[src/design/i2c_slave_pkg.sv]
/*
 * Shared types and protocol constants for the I2C slave.
 * Every RTL file imports this package with a wildcard in its module header.
 * The testbench uses the same types for the byte streams.
 */
package i2c_slave_pkg;

    // bits per data byte on the wire
    localparam int BYTE_BITS = 8;

    // sda level for acknowledge
    // a released (high) sda in the ack slot is a nack
    localparam logic I2C_ACK = 1'b0;

    // one data byte, msb first on the bus
    typedef logic [BYTE_BITS-1:0] i2c_byte_t;

    // 7-bit device address, without the r/w bit
    typedef logic [6:0] i2c_addr_t;

    // filtered bus state from the line monitor
    // scl and sda are levels, the rest are one-cycle pulses
    typedef struct packed {
        logic scl;
        logic sda;
        logic scl_rise;
        logic scl_fall;
        logic start;
        logic stop;
    } line_events_t;

    // received write byte on the output stream
    // last marks the final byte before a stop or repeated start
    typedef struct packed {
        i2c_byte_t data;
        logic      last;
    } rx_byte_t;

endpackage

[src/design/i2c_line_monitor.sv]
/*
 * Glitch filter and event detector for the SCL and SDA inputs.
 * A pin level is taken only after FILTER_LEN equal samples.
 * Produces edge, start and stop pulses one cycle after the filtered level
 * changes, and tracks whether the bus is between a start and a stop.
 */
module i2c_line_monitor
    import i2c_slave_pkg::*;
#(
    parameter int FILTER_LEN = 4
) (
    input  logic         clk,
    input  logic         rst,
    input  logic         scl_i,
    input  logic         sda_i,
    output line_events_t events,
    output logic         bus_active
);

    // index 1 is scl, index 0 is sda
    logic [1:0]                 pins;
    logic [1:0][FILTER_LEN-1:0] samples;
    logic [1:0]                 level;
    logic [1:0]                 level_q;

    // registered event pulses
    logic scl_rise_q;
    logic scl_fall_q;
    logic start_q;
    logic stop_q;

    assign pins = {scl_i, sda_i};

    always_ff @(posedge clk) begin
        if (rst) begin
            // idle bus is high on both lines
            samples    <= '1;
            level      <= '1;
            level_q    <= '1;
            scl_rise_q <= 1'b0;
            scl_fall_q <= 1'b0;
            start_q    <= 1'b0;
            stop_q     <= 1'b0;
            bus_active <= 1'b0;
        end else begin
            for (int i = 0; i < 2; i++) begin
                samples[i] <= {samples[i][FILTER_LEN-2:0], pins[i]};
                // level only moves when the whole window agrees
                if (&samples[i]) begin
                    level[i] <= 1'b1;
                end else if (~|samples[i]) begin
                    level[i] <= 1'b0;
                end
            end
            level_q <= level;

            scl_rise_q <= level[1] && !level_q[1];
            scl_fall_q <= !level[1] && level_q[1];
            // sda moving while scl stays high
            start_q    <= !level[0] && level_q[0] && level[1] && level_q[1];
            stop_q     <= level[0] && !level_q[0] && level[1] && level_q[1];

            if (start_q) begin
                bus_active <= 1'b1;
            end else if (stop_q) begin
                bus_active <= 1'b0;
            end
        end
    end

    always_comb begin
        events.scl      = level[1];
        events.sda      = level[0];
        events.scl_rise = scl_rise_q;
        events.scl_fall = scl_fall_q;
        events.start    = start_q;
        events.stop     = stop_q;
    end

endmodule

[src/design/i2c_rx_holdback.sv]
/*
 * One-byte holdback for the write path.
 * A received byte stays held until the next byte, a start or a stop shows
 * whether it was the last one of the write, and then moves to the output
 * register with its last flag. rx_stall tells the engine that the output
 * stream is still occupied so it can stretch SCL.
 */
module i2c_rx_holdback
    import i2c_slave_pkg::*;
(
    input  logic      clk,
    input  logic      rst,
    input  logic      rx_push,
    input  logic      rx_flush,
    input  i2c_byte_t rx_data,
    output logic      rx_stall,
    output rx_byte_t  data_out,
    output logic      data_out_valid,
    input  logic      data_out_ready
);

    // held byte, not yet known to be last or not
    i2c_byte_t held_data;
    logic      held_valid;
    // flushed byte still waiting for a free output
    logic      held_go;

    logic out_free;
    logic release_req;
    logic move;

    // output register is empty or emptying this cycle
    assign out_free = !data_out_valid || data_out_ready;
    assign rx_stall = !out_free;

    assign release_req = rx_push || rx_flush || held_go;
    assign move        = held_valid && release_req && out_free;

    always_ff @(posedge clk) begin
        if (rst) begin
            held_valid     <= 1'b0;
            held_go        <= 1'b0;
            data_out_valid <= 1'b0;
        end else begin
            if (data_out_ready) begin
                data_out_valid <= 1'b0;
            end

            // a push proves the held byte is not last
            // a flush or a waiting flush marks it last
            if (move) begin
                data_out_valid <= 1'b1;
                data_out       <= '{data: held_data, last: !rx_push};
            end

            if (rx_push) begin
                held_data  <= rx_data;
                held_valid <= 1'b1;
                held_go    <= 1'b0;
            end else if (move) begin
                held_valid <= 1'b0;
                held_go    <= 1'b0;
            end else if (rx_flush && held_valid) begin
                // output busy, release once it frees
                held_go <= 1'b1;
            end
        end
    end

endmodule

[src/design/i2c_slave_engine.sv]
/*
 * Bit-level I2C slave protocol engine.
 * Shifts in the address and r/w bit, acknowledges a masked match,
 * receives write bytes into the holdback and sends read bytes taken
 * from the data_in stream. SCL is held low while the write output is
 * occupied or no read byte is available.
 */
module i2c_slave_engine
    import i2c_slave_pkg::*;
(
    input  logic         clk,
    input  logic         rst,
    input  line_events_t events,
    input  logic         enable,
    input  i2c_addr_t    device_address,
    input  i2c_addr_t    device_address_mask,
    output logic         scl_o,
    output logic         sda_o,
    output logic         rx_push,
    output logic         rx_flush,
    output i2c_byte_t    rx_data,
    input  logic         rx_stall,
    input  i2c_byte_t    data_in,
    input  logic         data_in_valid,
    output logic         data_in_ready,
    output i2c_addr_t    bus_address,
    output logic         bus_addressed
);

    localparam int               CNT_W    = $clog2(BYTE_BITS);
    localparam logic [CNT_W-1:0] CNT_LOAD = CNT_W'(BYTE_BITS - 1);

    typedef enum logic [2:0] {
        ST_IDLE,
        ST_ADDRESS,
        ST_ACK,
        ST_WRITE_WAIT,
        ST_WRITE_SHIFT,
        ST_READ_SHIFT,
        ST_READ_ACK_RELEASE,
        ST_READ_ACK_SAMPLE
    } state_t;

    state_t           state;
    logic [CNT_W-1:0] bit_cnt;
    i2c_byte_t        shreg;
    logic             read_mode;
    // read byte loaded into shreg
    logic             tx_loaded;

    logic addr_match;
    logic scl_low_phase;

    // mask bit set means the address bit is compared
    assign addr_match = enable &&
        (((shreg[BYTE_BITS-2:0] ^ device_address) & device_address_mask) == '0);

    // falling edge, or still holding scl low ourselves
    assign scl_low_phase = events.scl_fall || (!scl_o && !events.scl);

    // write byte is complete in shreg when rx_push fires
    assign rx_data = shreg;

    always_ff @(posedge clk) begin
        if (rst) begin
            state         <= ST_IDLE;
            bit_cnt       <= CNT_LOAD;
            read_mode     <= 1'b0;
            tx_loaded     <= 1'b0;
            scl_o         <= 1'b1;
            sda_o         <= 1'b1;
            rx_push       <= 1'b0;
            rx_flush      <= 1'b0;
            data_in_ready <= 1'b0;
            bus_address   <= '0;
            bus_addressed <= 1'b0;
        end else begin
            rx_push  <= 1'b0;
            // start or stop ends any write in progress
            rx_flush <= (events.start || events.stop) && bus_addressed;

            if (events.start) begin
                // start or repeated start, look for our address
                scl_o         <= 1'b1;
                sda_o         <= 1'b1;
                data_in_ready <= 1'b0;
                tx_loaded     <= 1'b0;
                bus_addressed <= 1'b0;
                bit_cnt       <= CNT_LOAD;
                state         <= ST_ADDRESS;
            end else if (events.stop) begin
                scl_o         <= 1'b1;
                sda_o         <= 1'b1;
                data_in_ready <= 1'b0;
                tx_loaded     <= 1'b0;
                bus_addressed <= 1'b0;
                state         <= ST_IDLE;
            end else begin
                case (state)
                    ST_ADDRESS: begin
                        if (events.scl_rise) begin
                            if (bit_cnt != '0) begin
                                shreg   <= {shreg[BYTE_BITS-2:0], events.sda};
                                bit_cnt <= bit_cnt - 1'b1;
                            end else if (addr_match) begin
                                // eighth bit is r/w
                                bus_address   <= shreg[BYTE_BITS-2:0];
                                read_mode     <= events.sda;
                                bus_addressed <= 1'b1;
                                state         <= ST_ACK;
                            end else begin
                                // not for us, wait for the next start
                                state <= ST_IDLE;
                            end
                        end
                    end
                    ST_ACK: begin
                        // ack slot begins on this fall
                        if (events.scl_fall) begin
                            sda_o   <= I2C_ACK;
                            bit_cnt <= CNT_LOAD;
                            if (read_mode) begin
                                data_in_ready <= 1'b1;
                                tx_loaded     <= 1'b0;
                                state         <= ST_READ_SHIFT;
                            end else begin
                                state <= ST_WRITE_WAIT;
                            end
                        end
                    end
                    ST_WRITE_WAIT: begin
                        // end of ack, next write byte begins
                        if (scl_low_phase) begin
                            sda_o <= 1'b1;
                            if (rx_stall) begin
                                scl_o <= 1'b0;
                            end else begin
                                scl_o <= 1'b1;
                                state <= ST_WRITE_SHIFT;
                            end
                        end
                    end
                    ST_WRITE_SHIFT: begin
                        if (events.scl_rise) begin
                            shreg <= {shreg[BYTE_BITS-2:0], events.sda};
                            if (bit_cnt != '0) begin
                                bit_cnt <= bit_cnt - 1'b1;
                            end else begin
                                rx_push <= 1'b1;
                                state   <= ST_ACK;
                            end
                        end
                    end
                    ST_READ_SHIFT: begin
                        // take the next byte from the stream
                        if (data_in_ready && data_in_valid) begin
                            shreg         <= data_in;
                            tx_loaded     <= 1'b1;
                            data_in_ready <= 1'b0;
                        end
                        if (scl_low_phase) begin
                            if (!tx_loaded) begin
                                // no byte yet, stretch
                                scl_o <= 1'b0;
                            end else begin
                                scl_o <= 1'b1;
                                sda_o <= shreg[BYTE_BITS-1];
                                shreg <= {shreg[BYTE_BITS-2:0], 1'b0};
                                if (bit_cnt != '0) begin
                                    bit_cnt <= bit_cnt - 1'b1;
                                end else begin
                                    state <= ST_READ_ACK_RELEASE;
                                end
                            end
                        end
                    end
                    ST_READ_ACK_RELEASE: begin
                        // master owns sda for its ack
                        if (events.scl_fall) begin
                            sda_o <= 1'b1;
                            state <= ST_READ_ACK_SAMPLE;
                        end
                    end
                    ST_READ_ACK_SAMPLE: begin
                        if (events.scl_rise) begin
                            if (events.sda != I2C_ACK) begin
                                // nack ends the read
                                bus_addressed <= 1'b0;
                                state         <= ST_IDLE;
                            end else begin
                                bit_cnt       <= CNT_LOAD;
                                data_in_ready <= 1'b1;
                                tx_loaded     <= 1'b0;
                                state         <= ST_READ_SHIFT;
                            end
                        end
                    end
                    default: begin
                        // idle until a start
                        state <= ST_IDLE;
                    end
                endcase
            end
        end
    end

endmodule

[src/design/i2c_slave_top.sv]
/*
 * I2C slave top level.
 * Write bytes leave on the data_out stream with a last flag, read bytes
 * are taken from the data_in stream. The bus pins are open-drain style,
 * an output of 0 pulls the line low; connect them through AND logic or a
 * tristate pad, never scl_o straight to scl_i.
 */
module i2c_slave_top
    import i2c_slave_pkg::*;
#(
    parameter int FILTER_LEN = 4
) (
    input  logic      clk,
    input  logic      rst,
    // bus
    input  logic      scl_i,
    input  logic      sda_i,
    output logic      scl_o,
    output logic      sda_o,
    // write stream out
    output rx_byte_t  data_out,
    output logic      data_out_valid,
    input  logic      data_out_ready,
    // read stream in
    input  i2c_byte_t data_in,
    input  logic      data_in_valid,
    output logic      data_in_ready,
    // configuration
    input  logic      enable,
    input  i2c_addr_t device_address,
    input  i2c_addr_t device_address_mask,
    // status
    output i2c_addr_t bus_address,
    output logic      bus_addressed,
    output logic      bus_active
);

    line_events_t events;
    logic         rx_push;
    logic         rx_flush;
    logic         rx_stall;
    i2c_byte_t    rx_data;

    i2c_line_monitor #(
        .FILTER_LEN (FILTER_LEN)
    ) u_line_monitor (
        .clk        (clk),
        .rst        (rst),
        .scl_i      (scl_i),
        .sda_i      (sda_i),
        .events     (events),
        .bus_active (bus_active)
    );

    i2c_rx_holdback u_rx_holdback (
        .clk            (clk),
        .rst            (rst),
        .rx_push        (rx_push),
        .rx_flush       (rx_flush),
        .rx_data        (rx_data),
        .rx_stall       (rx_stall),
        .data_out       (data_out),
        .data_out_valid (data_out_valid),
        .data_out_ready (data_out_ready)
    );

    i2c_slave_engine u_engine (
        .clk                 (clk),
        .rst                 (rst),
        .events              (events),
        .enable              (enable),
        .device_address      (device_address),
        .device_address_mask (device_address_mask),
        .scl_o               (scl_o),
        .sda_o               (sda_o),
        .rx_push             (rx_push),
        .rx_flush            (rx_flush),
        .rx_data             (rx_data),
        .rx_stall            (rx_stall),
        .data_in             (data_in),
        .data_in_valid       (data_in_valid),
        .data_in_ready       (data_in_ready),
        .bus_address         (bus_address),
        .bus_addressed       (bus_addressed)
    );

endmodule

[config.mk]
export PLATFORM = sky130hd
export DESIGN_NAME = i2c_slave_top
export DESIGN_NICKNAME = d
export VERILOG_FILES = /design/src/design/i2c_slave_pkg.sv /design/src/design/i2c_line_monitor.sv /design/src/design/i2c_rx_holdback.sv /design/src/design/i2c_slave_engine.sv /design/src/design/i2c_slave_top.sv
export SDC_FILE = /design/constraint.sdc
export NUM_CORES = 1
export LEC_CHECK = 0
export BUFFER_PORTS_ARGS = -buffer_cell sky130_fd_sc_hd__buf_2
export CAP_MARGIN = 30
export CORE_AREA = 2 2 91 93
export CTS_CLUSTER_DIAMETER = 100
export DETAILED_ROUTE_END_ITERATION = 16
export DIE_AREA = 0 0 93 95
export PLACE_DENSITY = 0.57
export SLEW_MARGIN = 5
export SYNTH_ARGS = -nofsm -noshare
export SYNTH_HDL_FRONTEND = slang
export SYNTH_SLANG_ARGS = --single-unit
[constraint.sdc]
create_clock -name clk -period 2.5 [get_ports clk]
set_input_delay 0.625 -clock clk [delete_from_list [all_inputs] [get_ports clk]]
set_output_delay 0.625 -clock clk [all_outputs]
set_load 0.005 [all_outputs]
== Word-level counts from Yosys, hierarchy flattened ==
Cells that the tools add are included.

* Bitwise operators: 8
* Reduce and logical (&&, ||, !) cells: 60
* Equal/unequal tests: 38
* Mux-type cells: 68
* Add/sub/neg operators: 1

{| class="wikitable"
|+ Operators with widths
! operator !! count
|-
| $mux 3 || 20
|-
| $mux 8 || 6
|-
| $ne 4x4->1 const B || 9
|-
| $mux 1 || 33
|-
| $pmux 8 s3 || 1
|-
| $reduce_and 12->1 || 2
|-
| $reduce_and 6->1 || 4
|-
| $ne 2x2->1 const B || 11
|-
| $pmux 3 s7 || 1
|-
| $ne 2x1->1 const B || 8
|-
| $logic_and 1x1->1 || 15
|-
| $eq 3x3->1 const B || 4
|-
| $ne 4x3->1 const B || 3
|-
| $pmux 3 s4 || 1
|-
| $reduce_bool 2->1 || 5
|-
| $reduce_bool 3->1 || 3
|-
| $reduce_and 4->1 || 2
|-
| $reduce_and 8->1 || 1
|-
| $reduce_bool 4->1 || 2
|-
| $reduce_or 2->1 || 4
|-
| $reduce_or 4->1 || 2
|-
| $and 7x7->7 || 1
|-
| $logic_not 1->1 || 7
|-
| $logic_not 7->1 || 1
|-
| 15 further kinds || 29
|}

* Bits of input ports: 29
* Word-level logic and storage cells: 204
* Register bits after elaboration: 66
* Output and inout port bits: 22

== Logic depth before layout (Yosys ltp) ==
Gate-level depths: netlist of run 1.

* Depth after elaboration: 10
* Depth in mapped cells: 7
* Depth with buffers taken out: 7

== Cells and area by module ==
A second synthesis of run 1 with hierarchy kept.

* Cell total of the unflattened synthesis: 277
* Area, all modules: 3025.4 um^2

{| class="wikitable"
|+ By module, submodules not included
! module !! area each (um^2) !! seq. area each (um^2) !! cells an instance !! instances
|-
| i2c_slave_engine || 1800.5 || 660.6 || 197 || 1
|-
| i2c_rx_holdback || 655.6 || 570.5 || 33 || 1
|-
| i2c_line_monitor || 569.3 || 340.3 || 47 || 1
|}

== Worst setup path before layout of run 1 ==
Ideal clock, no wire load.

* Path kind: register to register
* Start point: reg u_engine.state[0]
* End point: reg u_engine.shreg[0] (netlist: u_engine.rx_data[0]) (enable)
* Path buffers: 3
* Arrival time: 1.809 ns
* Data required time: 2.114 ns
* Slack: 0.305 ns
* Stages on the path, launching flop included: 6
* Cells stage by stage: dfxtp_1 > buf_2 > clkbuf_1 > clkbuf_1 > nand3_1 > a211oi_1

* Word-level cells in the longest chain between the ends: 3
* Elaborated cells on any way between the ends: 8
* Classes of those cells: eq/ne (6); reduce/logical (2)

{| class="wikitable"
|+ RTL lines
! item !! RTL line !! text
|-
| start, declared || i2c_slave_engine.sv:44 || <nowiki>state_t state;</nowiki>
|-
| start signal, assigned || i2c_slave_engine.sv:66 || <nowiki>state <= ST_IDLE;</nowiki>
|-
| start signal, assigned || i2c_slave_engine.sv:90 || <nowiki>state <= ST_ADDRESS;</nowiki>
|-
| start signal, assigned || i2c_slave_engine.sv:97 || <nowiki>state <= ST_IDLE;</nowiki>
|-
| $eq 3x1->1 / $eq 3x3->1 (equally long branches) || i2c_slave_engine.sv:99 || <nowiki>case (state)</nowiki>
|-
| $ne 2x1->1 (no line), or another cell as far along || -- ||
|-
| $reduce_and 7->1 (no line) (*) || -- ||
|-
| end signal, assigned || i2c_slave_engine.sv:103 || <nowiki>shreg <= {shreg[BYTE_BITS-2:0], events.sda};</nowiki>
|-
| end signal, assigned || i2c_slave_engine.sv:145 || <nowiki>shreg <= {shreg[BYTE_BITS-2:0], events.sda};</nowiki>
|-
| end signal, assigned || i2c_slave_engine.sv:157 || <nowiki>shreg <= data_in;</nowiki>
|-
| end, declared || i2c_slave_engine.sv:46 || <nowiki>i2c_byte_t shreg;</nowiki>
|}

Every way passes the cells marked *; elsewhere a longest branch is shown, timed or not.
A chain may end at the register's enable or synchronous reset.

== Worst setup path after layout of run 1 ==
* Start point: reg u_engine.state[0]
* End point: reg u_engine.bit_cnt[1]

* Word-level cells in the longest chain between the ends: 4
* Elaborated cells on any way between the ends: 15
* Classes of those cells: eq/ne (11); mux (1); reduce/logical (3)

{| class="wikitable"
|+ RTL lines
! item !! RTL line !! text
|-
| $eq 3x1->1 / $eq 3x3->1 (equally long branches) || i2c_slave_engine.sv:99 ||
|-
| $reduce_or 2->1 (no line) || -- ||
|-
| $ne 2x1->1 (no line) / $reduce_bool 4->1 (equally long branches) || -- ||
|-
| $reduce_and 8->1 (no line) || -- ||
|-
| end signal, assigned || i2c_slave_engine.sv:104 || <nowiki>bit_cnt <= bit_cnt - 1'b1;</nowiki>
|-
| end signal, assigned || i2c_slave_engine.sv:147 || <nowiki>bit_cnt <= bit_cnt - 1'b1;</nowiki>
|-
| end signal, assigned || i2c_slave_engine.sv:170 || <nowiki>bit_cnt <= bit_cnt - 1'b1;</nowiki>
|-
| end, declared || i2c_slave_engine.sv:45 || <nowiki>logic [CNT_W-1:0] bit_cnt;</nowiki>
|}

Parallel ways exist; a longest one is shown, timed or not.

==> results of run 1 <==
-- through the flow --
step,power (mW),worst slack (ns)
final,2.010,0.4138
after global routing,2.084,0.2001
after CTS,2.032,0.4185
after detailed placement,1.194,0.4278
after global placement,1.195,0.4157
after floorplan,1.163,0.3049
-- worst register-to-register path, delay by kind of cell, from the launching register on --
kind,cells,cell delay (ns)
AO/OA/AOI/OAI,2,0.32
AND/OR/NAND/NOR,3,0.98
flip-flops,1,0.67
-- layout make-up --
| type | count | share of cell area (%) |
|---|---|---|
| clock inverter | 4 | 0.6697 |
| inverter | 10 | 1.057 |
| multi-input combinational | 191 | 36.20 |
| clock buffer | 12 | 4.512 |
| timing repair buffer | 62 | 9.588 |
| sequential | 66 | 44.27 |
| tap | 105 | 3.701 |
-- layer usage --
metal / up-vias / global-route usage, % / share of wire, % / routed length (um)
met5: - / 0 / 0 / 0
met4: 0 / 9.191 / 2.9 / 189
met3: 16 / 4.389 / 6.1 / 403
met2: 85 / 24.76 / 45 / 2994
met1: 1066 / 19.61 / 46 / 2997
li1: 1141 / - / - / -
-- kinds of logic after synthesis --
logic type               Yosys count
AND/OR/NAND/NOR                   98
buffers and inverters             25
XOR/XNOR                           8
multiplexers                      19
AO/OA/AOI/OAI                     64
flip-flops                        66
adder cells (fa/ha/maj)            2
-- power by group --
| part | leakage [nW] | switching [mW] | internal, mW | total, mW |
|---|---|---|---|---|
| combinational | 0.748 | 0.0265 | 0.0302 | 0.0567 |
| clock | 0.0952 | 0.412 | 0.429 | 0.841 |
| sequential | 0.555 | 0.00240 | 1.11 | 1.11 |
-- state kept, by name, summed over array words and instances (netlist names), 2 cells and up --
register,flops
u_engine.bit_cnt,3
u_engine.bus_address,7
u_engine.rx_data,8
u_engine.state,3
u_line_monitor.level,2
u_line_monitor.level_q,2
u_line_monitor.samples,8
u_rx_holdback.data_out,9
u_rx_holdback.held_data,8
-- how the worst max path moves through the flow --
| stage | cells past startpoint | to | startpoint |
|---|---|---|---|
| floorplan | 5 | u_engine.rx_data[0]$_DFFE_PP_ | u_engine.state[0]$_SDFFE_PP0P_ |
| detailed placement | 7 | u_engine.bus_address[6]$_SDFFE_PP0P_ | device_address[5] |
| global route | 5 | u_engine.bit_cnt[0]$_SDFFE_PP1P_ | u_engine.state[0]$_SDFFE_PP0P_ |
| CTS | 5 | u_engine.bit_cnt[1]$_SDFFE_PP1P_ | u_engine.state[0]$_SDFFE_PP0P_ |
| global placement | 5 | u_engine.bit_cnt[1]$_SDFFE_PP1P_ | u_engine.state[0]$_SDFFE_PP0P_ |
| finish | 5 | u_engine.bit_cnt[1]$_SDFFE_PP1P_ | u_engine.state[0]$_SDFFE_PP0P_ |
-- cell usage in the layout (no fill, tap or decap), types with 10 or more instances in the layout --
master | synthesis | routed
buf_2 | 2 | 50
dfxtp_1 | 41 | 41
edfxtp_1 | 25 | 25
a21oi_1 | 21 | 21
mux2i_1 | 18 | 18
nor2_1 | 18 | 18
nand2b_1 | 17 | 17
nand2_1 | 13 | 13
buf_4 | 1 | 12
inv_1 | 10 | 10
or2_2 | 10 | 10
==> impl_summary.txt, run 1 <==
----------------------------------------------------
[Worst setup path]
  Internal reg-to-reg setup slack ... approximately 0.41 ns
  CP Max Fanout ... 17
  Buffer and inverter count on the worst path ... 0
  Cells along the critical path ... o21ai_0 > and3_1 > or4_1 > nor4b_1 > o21ai_0
  Top cell by count, worst path ... o21ai_0
  Top delay family on crit path ... simple AND/OR/NAND/NOR gates
  Longest individual stage delay on the worst path ... roughly 0.67 ns
  Critical path capture point type ... flop
  Slowest stage cell, crit path ... dfxtp_1
  FF-to-FF End ... u_engine.bit_cnt[1]$_SDFFE_PP1P_
  Req. time, crit path ... between 2 and 3 ns
  Number of cells on the worst reg-to-reg path ... 5
  Startpoint of the most critical register-to-register path ... u_engine.state[0]$_SDFFE_PP0P_
  Element type at the critical path start ... flop
  Arrival time of data at the critical path endpoint ... approximately 2.3 ns
  Classification of the worst setup path ... flop to flop

[Synth]
  Post-synthesis net count ... around 310
  Mean instance size in the synthesized netlist ... about 10 um2
  Simple-gate share of the synthesized area ... around a fifth
  Multiplexer area fraction after synthesis ... between 6 and 7%
  Primary flip-flop cell chosen by synthesis mapping ... dfxtp_1
  Top cell types by occurrence after synthesis ... dfxtp_1 (41), edfxtp_1 (25), a21oi_1 (21), mux2i_1 (18), nor2_1 (18)
  Complex-gate fraction of the synthesized area ... 14.26%
  Fraction of post-synthesis cell area in the top cell type by area ... about 28%
  Sequential fraction of the synthesis area ... a little over half
  Warnings, synthesis ... 0
  Share of synthesized flip-flops with an asynchronous set or reset ... 0%
  Cell variety after synth ... 53
  Cell types occupying the most area after synthesis ... dfxtp_1 (28%), edfxtp_1 (25%), mux2i_1 (6.1%)
  Post-Synthesis Cell Area ... 0.002957 mm2
  Cell type contributing the most total cell area after synthesis ... dfxtp_1
  Yosys reg bits ... between 60 and 70
  Syn Inst Count ... ~280
  Cell with the most instances after synthesis ... dfxtp_1
  Combinational family with the most area after synthesis ... simple AND/OR/NAND/NOR gates
  Post-synthesis share of cell area spent on full adders, half adders and majority gates ... 0.8464%
  XOR/XNOR Fraction of Synth Area ... roughly 2.4%
  Number of flops mapped to enable cells by yosys ... 25

[Clock tree]
  Number of clock buffers inserted by TritonCTS ... 9
  Post-CTS repair timing setup buffer count ... 0
  Largest buffer count on any clock path ... 2
  CTS tree ... done
  Library cell used as clock root buffer ... clkbuf_8
  Number of buffers inserted for hold repair after clock tree synthesis ... 0
  Later-pin clock latency in the skew report ... 0.34 ns
  Clock tree sinks ... 66
  Max H-tree Level ... 3
  PostCTS Resize Cnt ... 0
  Reg clk slew, reported paths ... 0.07 ns

[Placement]
  Instance area at placement ... between 0.003 and 0.004 mm2
  Inst Count DP ... ~430
  Hpwl dp ... roughly 4.8 mm
  Number of buffers added on ports ... 50
  Final weighted congestion in routability-driven placement ... 0.8164

[Global routing]
  Overall fraction of global-route tracks in use ... between 15 and 20%
  Number of global-route vias before repair ... between 2,000 and 2,500
  Overflow left after global routing ... 0
  Pin count of the biggest net entering global routing ... 28
  Global-route wire length before repair ... roughly 11 mm
  Initial antenna violation count ... 0

[Layout]
  Final instance count without filler cells ... 450
  Layout Nets ... about 370
  Area delta synth->final ... 20.06%
  Area of the multi-input gates ... between 0.001 and 0.0015 mm2
  Layout fillers ... just under 800
  Antenna diode count ... 0
  Storage cell area ... 0.001572 mm2
  Post-route design area ... approximately 0.0035 mm2
  Layout cell share with drive strength beyond 1 ... roughly 27%
  Fin util ... between 40 and 50%

[Detailed routing]
  Number of vias in the routed layout ... ~2,300
  Wirelength per Cell ... 14.63 um
  Final wirelength ... ~6.6 mm
  Initial detailed-routing violation count ... between 80 and 90
  Count of antenna-violating nets left after detailed routing ... 0
  DRC errors left ... 0
  First-pass iteration count of the detailed router ... 4
  Vias/cell ... a little over 5

[STA]
  Unrepaired setup endpoints after global routing ... false
  Fmax ... approximately 480 MHz
  Final cycle utilization of the critical path ... around 83%
  Clk_skew ... 0.006524 ns
  Slew of the pin with the lowest slew margin ... 0.6749 ns
  Setup TNS ... 0 ns
  Max-slew violations ... 0
  Final hold slack ... between 0.4 and 0.5 ns
  Final hold vios ... 0
  Worst max-slew margin expressed relative to the limit ... 54.66%
  Post-route minimum period ... ~2.1 ns
  Final Setup Violations ... 0

[Min path]
  Kind of path behind the tightest hold check ... flop to flop
  Cell count of the worst hold path ... 1
  Min-Delay Startpoint ... u_line_monitor.level_q[0]$_SDFF_PP1_
  Hold path endpoint ... u_line_monitor.stop_q$_SDFF_PP0_

[Power]
  Leakage power total ... 1.399 nW
  Worst IR drop on VDD ... between 0.2 and 0.25 mV
  Power per unit of standard cell area ... approximately 570 mW/mm2

[Run status]
  Outcome ... finished, final reports clean

[Floorplan]
  Area of the die ... approximately 0.009 mm2
  Core ar. ... a little under 0.008 mm2
  Standard-cell row count ... 33
  Effective utilization at floorplan ... approximately 37%
  Horizontal die dimension ... 93 um
  Vertical die dimension ... between 90 and 100 um
  Number of primary I/O pins ... 51

[Job]
  Max-cap check violation count ... 0

----------------------------------------------------
Power figures use the tool's default switching activity.
==> run 2: changes to the inputs <==
PLACE_DENSITY = 0.6   (was 0.57)
clock period = 1.7 ns   (was 2.5 ns; I/O delays follow)
==> impl_summary.txt, run 2 (synthesis results as in run 1) <==
----------------------------------------------------
[Run status]
  Outcome ... finished, violations left
  Failing checks ... negative setup slack

[Global routing]
  Overall fraction of global-route tracks in use ... 17.06%
  Pin count of the biggest net entering global routing ... between 40 and 50
  Initial antenna violation count ... 0
  Number of global-route vias before repair ... 2,341
  Overflow left after global routing ... 0
  Global-route wire length before repair ... approximately 11 mm

[STA]
  Clk_skew ... ~0.0079 ns
  Unrepaired setup endpoints after global routing ... true
  Final hold slack ... around 0.26 ns
  Slew of the pin with the lowest slew margin ... ~0.47 ns
  Post-route minimum period ... roughly 1.7 ns
  Fmax ... around 570 MHz
  Max-slew violations ... 0
  Setup slack after layout ... -0.04787 ns
  Final cycle utilization of the critical path ... 102.8%
  Final Setup Violations ... 2
  Worst max-slew margin expressed relative to the limit ... 68.88%
  Final hold vios ... 0

[Detailed routing]
  DRC errors left ... 0
  Initial detailed-routing violation count ... 77
  Post-route met1 wirelength ... approximately 3.3 mm
  Amount of wire on met3 after detailed routing ... approximately 320 um
  Count of antenna-violating nets left after detailed routing ... 0
  Number of vias in the routed layout ... 2,486
  First-pass iteration count of the detailed router ... 4
  Met2 layer wire length in the routed design ... ~4 mm
  Final wirelength ... 7.724 mm
  Max layer used ... met4
  Wirelength per Cell ... between 15 and 20 um
  Vias/cell ... approximately 5

[Power]
  Worst IR drop on VDD ... between 0.4 and 0.5 mV
  Switching part of the total ... a little over a fifth
  Internal power ... around 2.5 mW
  Switching component of the power ... roughly 680 uW
  Relative contribution of the clock network to total power ... between 40 and 50%
  Design Power ... about 3.2 mW
  Leakage power total ... roughly 1.7 nW
  Power per unit of standard cell area ... roughly 770 mW/mm2
  Power share of the combinational group ... 3.0%
  Reg power frac ... 51.4%

[Min path]
  Min-Delay Startpoint ... sda_i
  Kind of path behind the tightest hold check ... input pin to flop
  Cell count of the worst hold path ... 2

[Layout]
  Highest-count cells in the layout ignoring fill and taps ... buf_2 (50), buf_4 (49), dfxtp_1 (36)
  Layout Nets ... 415
  Area delta synth->final ... 39.15%
  Layout cell share with drive strength beyond 1 ... about two fifths
  Layout fillers ... 730
  Storage cell area ... about 0.0016 mm2
  Area of the multi-input gates ... approximately 0.0014 mm2
  Post-route design area ... 0.004114 mm2
  Final instance count without filler cells ... between 400 and 500
  Antenna diode count ... 0
  Flip-flop count of the largest register after layout ... 9
  Top register by number of flip-flops ... u_rx_holdback.data_out
  Most common library cell in the layout ignoring fill and taps ... buf_2

[Placement]
  Inst Count DP ... approximately 470
  Setup slack at placement ... -0.1292 ns
  Number of buffers added on ports ... 50
  Final weighted congestion in routability-driven placement ... 0.8502
  Hpwl dp ... ~5.3 mm
  Instance area at placement ... about 0.0036 mm2

[Clock tree]
  Clock tree sinks ... 66
  Number of buffers inserted for hold repair after clock tree synthesis ... 0
  Number of clock buffers inserted by TritonCTS ... 9
  Library cell used as clock root buffer ... clkbuf_8
  Reg clk slew, reported paths ... roughly 0.07 ns
  Max H-tree Level ... 3
  Largest buffer count on any clock path ... 2
  CTS tree ... done
  Later-pin clock latency in the skew report ... between 0.3 and 0.4 ns

[Floorplan]
  Number of primary I/O pins ... between 50 and 60
  Effective utilization at floorplan ... a little under two fifths
  Horizontal die dimension ... 93 um
  Core ar. ... a little under 0.008 mm2
  Area of the die ... slightly below 0.009 mm2
  Standard-cell row count ... 33
  Vertical die dimension ... between 90 and 100 um

[Worst setup path]
  Classification of the worst setup path ... flop to flop
  Element type at the critical path start ... flop
  Critical path origin ... u_engine.state[1]$_SDFFE_PP0P_
  CP Max Fanout ... 7
  Arrival time of data at the critical path endpoint ... slightly below 2 ns
  Critical path capture point type ... flop
  Req. time, crit path ... 1.92 ns
  Startpoint of the most critical register-to-register path ... u_engine.state[1]$_SDFFE_PP0P_
  Number of cells on the worst reg-to-reg path ... 6

[Job]
  Max-cap check violation count ... 0

----------------------------------------------------
## run 2: path summary, 6_finish.rpt
check,slack (ns),end
min,0.26,u_line_monitor.samples[0]$_SDFF_PP1_
max reg2reg,-0.05,u_engine.bit_cnt[1]$_SDFFE_PP1P_
max,-0.05,u_engine.bit_cnt[1]$_SDFFE_PP1P_
min reg2reg,0.42,u_line_monitor.stop_q$_SDFF_PP0_
## run 2: cell type report
| type | count | area share [%] |
|---|---|---|
| Sequential cell | 66 | 38.53 |
| Multi-Input combinational cell | 191 | 34.70 |
| Timing Repair Buffer | 106 | 17.37 |
| Tap cell | 105 | 3.193 |
| Clock buffer | 9 | 3.011 |
| Clock inverter | 7 | 2.281 |
| Inverter | 10 | 0.9124 |
## run 2: power groups by stage
stage | Combinational [mW] | Sequential (mW) | Clock (mW)
detailed placement | 0.0906 | 1.67 | 0
finish | 0.0943 | 1.63 | 1.45
global route | 0.103 | 1.63 | 1.57
global placement | 0.0909 | 1.67 | 0
floorplan | 0.0403 | 1.67 | 0
CTS | 0.0955 | 1.63 | 1.49
## run 2: worst max-delay path, cell delays in order (launching register included)
cell	delay [ns]
dfxtp_4	0.37
buf_6	0.13
nand2_2	0.12
o22ai_4	0.10
or4_4	0.53
nor4b_4	0.28
o21ai_1	0.09
## run 2: repair_timing
action                     4_1_cts  5_1_grt
gates resized for setup         17       28
setup endpoints to repair       15       16
pin swaps                        2       15
buffers inserted                 3        9
## run 2: through the flow
step	TNS, ns	utilization [%]
6_report	-0.05521	51.89
5_1_grt	-0.3579	51.89
4_1_cts	-0.005901	49.81
3_5_place_dp	-1.086	45.96
3_3_place_gp	-0.5405	45.96
2_1_floorplan	0	-
## run 2: layer usage
metal | GRT usage (%) | vias up
met5 | 0 | -
met4 | 6.618 | 0
met3 | 4.310 | 10
met2 | 29.71 | 58
met1 | 20.27 | 1186
li1 | - | 1232
==> run 3: changes to the inputs <==
BUFFER_PORTS_ARGS = not set   (was -buffer_cell sky130_fd_sc_hd__buf_2)
DONT_BUFFER_PORTS = 1   (was not set)
PLACE_DENSITY = 0.54   (was 0.6)
==> impl_summary.txt, run 3 (synthesis results as in run 1) <==
----------------------------------------------------
[STA]
  Post-route minimum period ... 1.703 ns
  Clk_skew ... around 0.0076 ns
  Final Setup Violations ... 1
  Slew of the pin with the lowest slew margin ... 0.4421 ns
  Setup TNS ... -0.002991 ns
  Setup slack after layout ... -0.002991 ns
  Unrepaired setup endpoints after global routing ... true
  Final cycle utilization of the critical path ... 100.2%
  Fmax ... 587.2 MHz
  Max-slew violations ... 0
  Final hold vios ... 0
  Worst max-slew margin expressed relative to the limit ... 70.45%

[Global routing]
  Overflow left after global routing ... 0
  Number of global-route vias before repair ... approximately 2,100
  Overall fraction of global-route tracks in use ... approximately 17%
  Initial antenna violation count ... 0
  Global-route wire length before repair ... 11.29 mm
  Pin count of the biggest net entering global routing ... 42

[Detailed routing]
  Count of antenna-violating nets left after detailed routing ... 0
  First-pass iteration count of the detailed router ... 4
  Initial detailed-routing violation count ... 84
  Number of vias in the routed layout ... between 2,000 and 2,500
  Final wirelength ... ~7.3 mm
  Wirelength per Cell ... around 17 um
  DRC errors left ... 0
  Vias/cell ... between 5 and 6

[Worst setup path]
  Startpoint of the most critical register-to-register path ... u_engine.state[1]$_SDFFE_PP0P_
  Number of cells on the worst reg-to-reg path ... 6
  Cells along the critical path ... buf_12 > nand2b_4 > and3_4 > or4_4 > nor4b_2 > o21ai_1
  Buffer and inverter count on the worst path ... 1
  Critical path origin ... u_engine.state[1]$_SDFFE_PP0P_
  Internal reg-to-reg setup slack ... -0.003 ns
  Req. time, crit path ... 1.91 ns
  Classification of the worst setup path ... flop to flop
  Arrival time of data at the critical path endpoint ... approximately 1.9 ns
  Slowest stage cell, crit path ... or4_4
  Critical path capture point type ... flop
  Longest individual stage delay on the worst path ... about 0.52 ns
  CP Max Fanout ... 7
  Top delay family on crit path ... simple AND/OR/NAND/NOR gates
  Element type at the critical path start ... flop
  FF-to-FF End ... u_engine.bit_cnt[1]$_SDFFE_PP1P_

[Floorplan]
  Core ar. ... between 0.007 and 0.008 mm2
  Horizontal die dimension ... roughly 93 um
  Number of primary I/O pins ... 51
  Standard-cell row count ... 33
  Effective utilization at floorplan ... around 37%
  Vertical die dimension ... approximately 95 um
  Area of the die ... 0.008835 mm2

[Clock tree]
  Number of clock buffers inserted by TritonCTS ... 9
  Later-pin clock latency in the skew report ... roughly 0.34 ns
  CTS tree ... done
  Clock tree sinks ... 66
  Library cell used as clock root buffer ... clkbuf_8
  Reg clk slew, reported paths ... approximately 0.08 ns
  Max H-tree Level ... 3
  Largest buffer count on any clock path ... 2

[Power]
  Design Power ... 3.011 mW
  Power per unit of standard cell area ... 795.5 mW/mm2
  Leakage power total ... between 1 and 1.5 nW
  Worst IR drop on VDD ... between 0.5 and 0.6 mV

[Min path]
  Cell count of the worst hold path ... 1
  Kind of path behind the tightest hold check ... input pin to flop
  Min-Delay Startpoint ... rst
  Hold path endpoint ... u_rx_holdback.data_out_valid$_SDFFE_PP0P_

[Job]
  Max-cap check violation count ... 0

[Run status]
  Outcome ... finished, violations left
  Failing checks ... negative setup slack

[Placement]
  Setup slack at placement ... -0.08034 ns
  Hpwl dp ... about 5.3 mm
  Final weighted congestion in routability-driven placement ... roughly 0.85
  Number of buffers added on ports ... 0

[Layout]
  Flip-flop count of the largest register after layout ... 9
  Highest-count cells in the layout ignoring fill and taps ... buf_4 (45), dfxtp_1 (35), edfxtp_1 (25)
  Area delta synth->final ... 28.02%
  Top register by number of flip-flops ... u_rx_holdback.data_out
  Antenna diode count ... 0
  Layout Nets ... between 300 and 400
  Most common library cell in the layout ignoring fill and taps ... buf_4
  Layout cell share with drive strength beyond 1 ... between 30% and 40%

----------------------------------------------------
[run 3: cell count changes in the layout (fill, tap and decap cells not counted), sizes merged]
cell / delta
bufinv: -2
clkbuf: +3
buf: -56
clkinv: -4
inv: +3
[run 3: through the flow]
stage	hold slack [ns]	instances	area (um2)	util (%)
3_3_place_gp	0.3949	416	3393	42.80
3_5_place_dp	0.4056	416	3393	42.80
4_1_cts	0.1304	434	3691	46.56
2_1_floorplan	0.3892	282	2973	-
5_1_grt	0.1367	438	3785	47.74
6_report	0.1506	438	3785	47.74
[run 3: worst max path at each step]
stage / cells past startpoint / slack [ns] / to
2_1_floorplan: 4 / 0.0005 / u_engine.rx_data[0]$_DFFE_PP_
3_3_place_gp: 5 / -0.02 / u_engine.bit_cnt[1]$_SDFFE_PP1P_
3_5_place_dp: 5 / -0.08 / u_engine.bit_cnt[1]$_SDFFE_PP1P_
4_1_cts: 6 / -0.001 / u_engine.bus_address[1]$_SDFFE_PP0P_
5_1_grt: 6 / -0.06 / u_engine.bit_cnt[1]$_SDFFE_PP1P_
6_report: 6 / -0.003 / u_engine.bit_cnt[1]$_SDFFE_PP1P_
[run 3: area by class of cell]
cell class	count	area, um2
clock buffer	12	176.4
clock inverter	4	28.78
fill	758	4143
inverter	10	37.54
multi-input combinational	191	1406
sequential	66	1584
tap	105	131.4
timing repair buffer	50	420.4
[run 3: routing by layer]
metal  GRT usage (%)  up-vias  share of wire (%)
met3           3.990       12                5.1
met5               0        -                  0
met1           20.16     1050                 44
li1                -     1120                  -
met2           29.23       55                 49
met4           8.578        0                2.1
[run 3: repair_timing]
action,CTS,global route
hold buffers,0,0
gates resized for setup,21,14
setup buffers,2,4
pin swaps,5,10
endpoints found under the setup margin,12,17
[run 3: worst reg2reg max path: stages (launching register included)]
cell and delay [ns]:
dfxtp_4 0.40, buf_12 0.11, nand2b_4 0.05, and3_4 0.17, or4_4 0.52, nor4b_2 0.24, o21ai_1 0.09
[run 3: report_power, final]
group          total, mW  switching (mW)  leakage (nW)  internal [mW]
clock               1.33           0.628         0.105          0.705
combinational     0.0447          0.0189         0.747         0.0257
sequential          1.63         0.00363         0.556           1.63
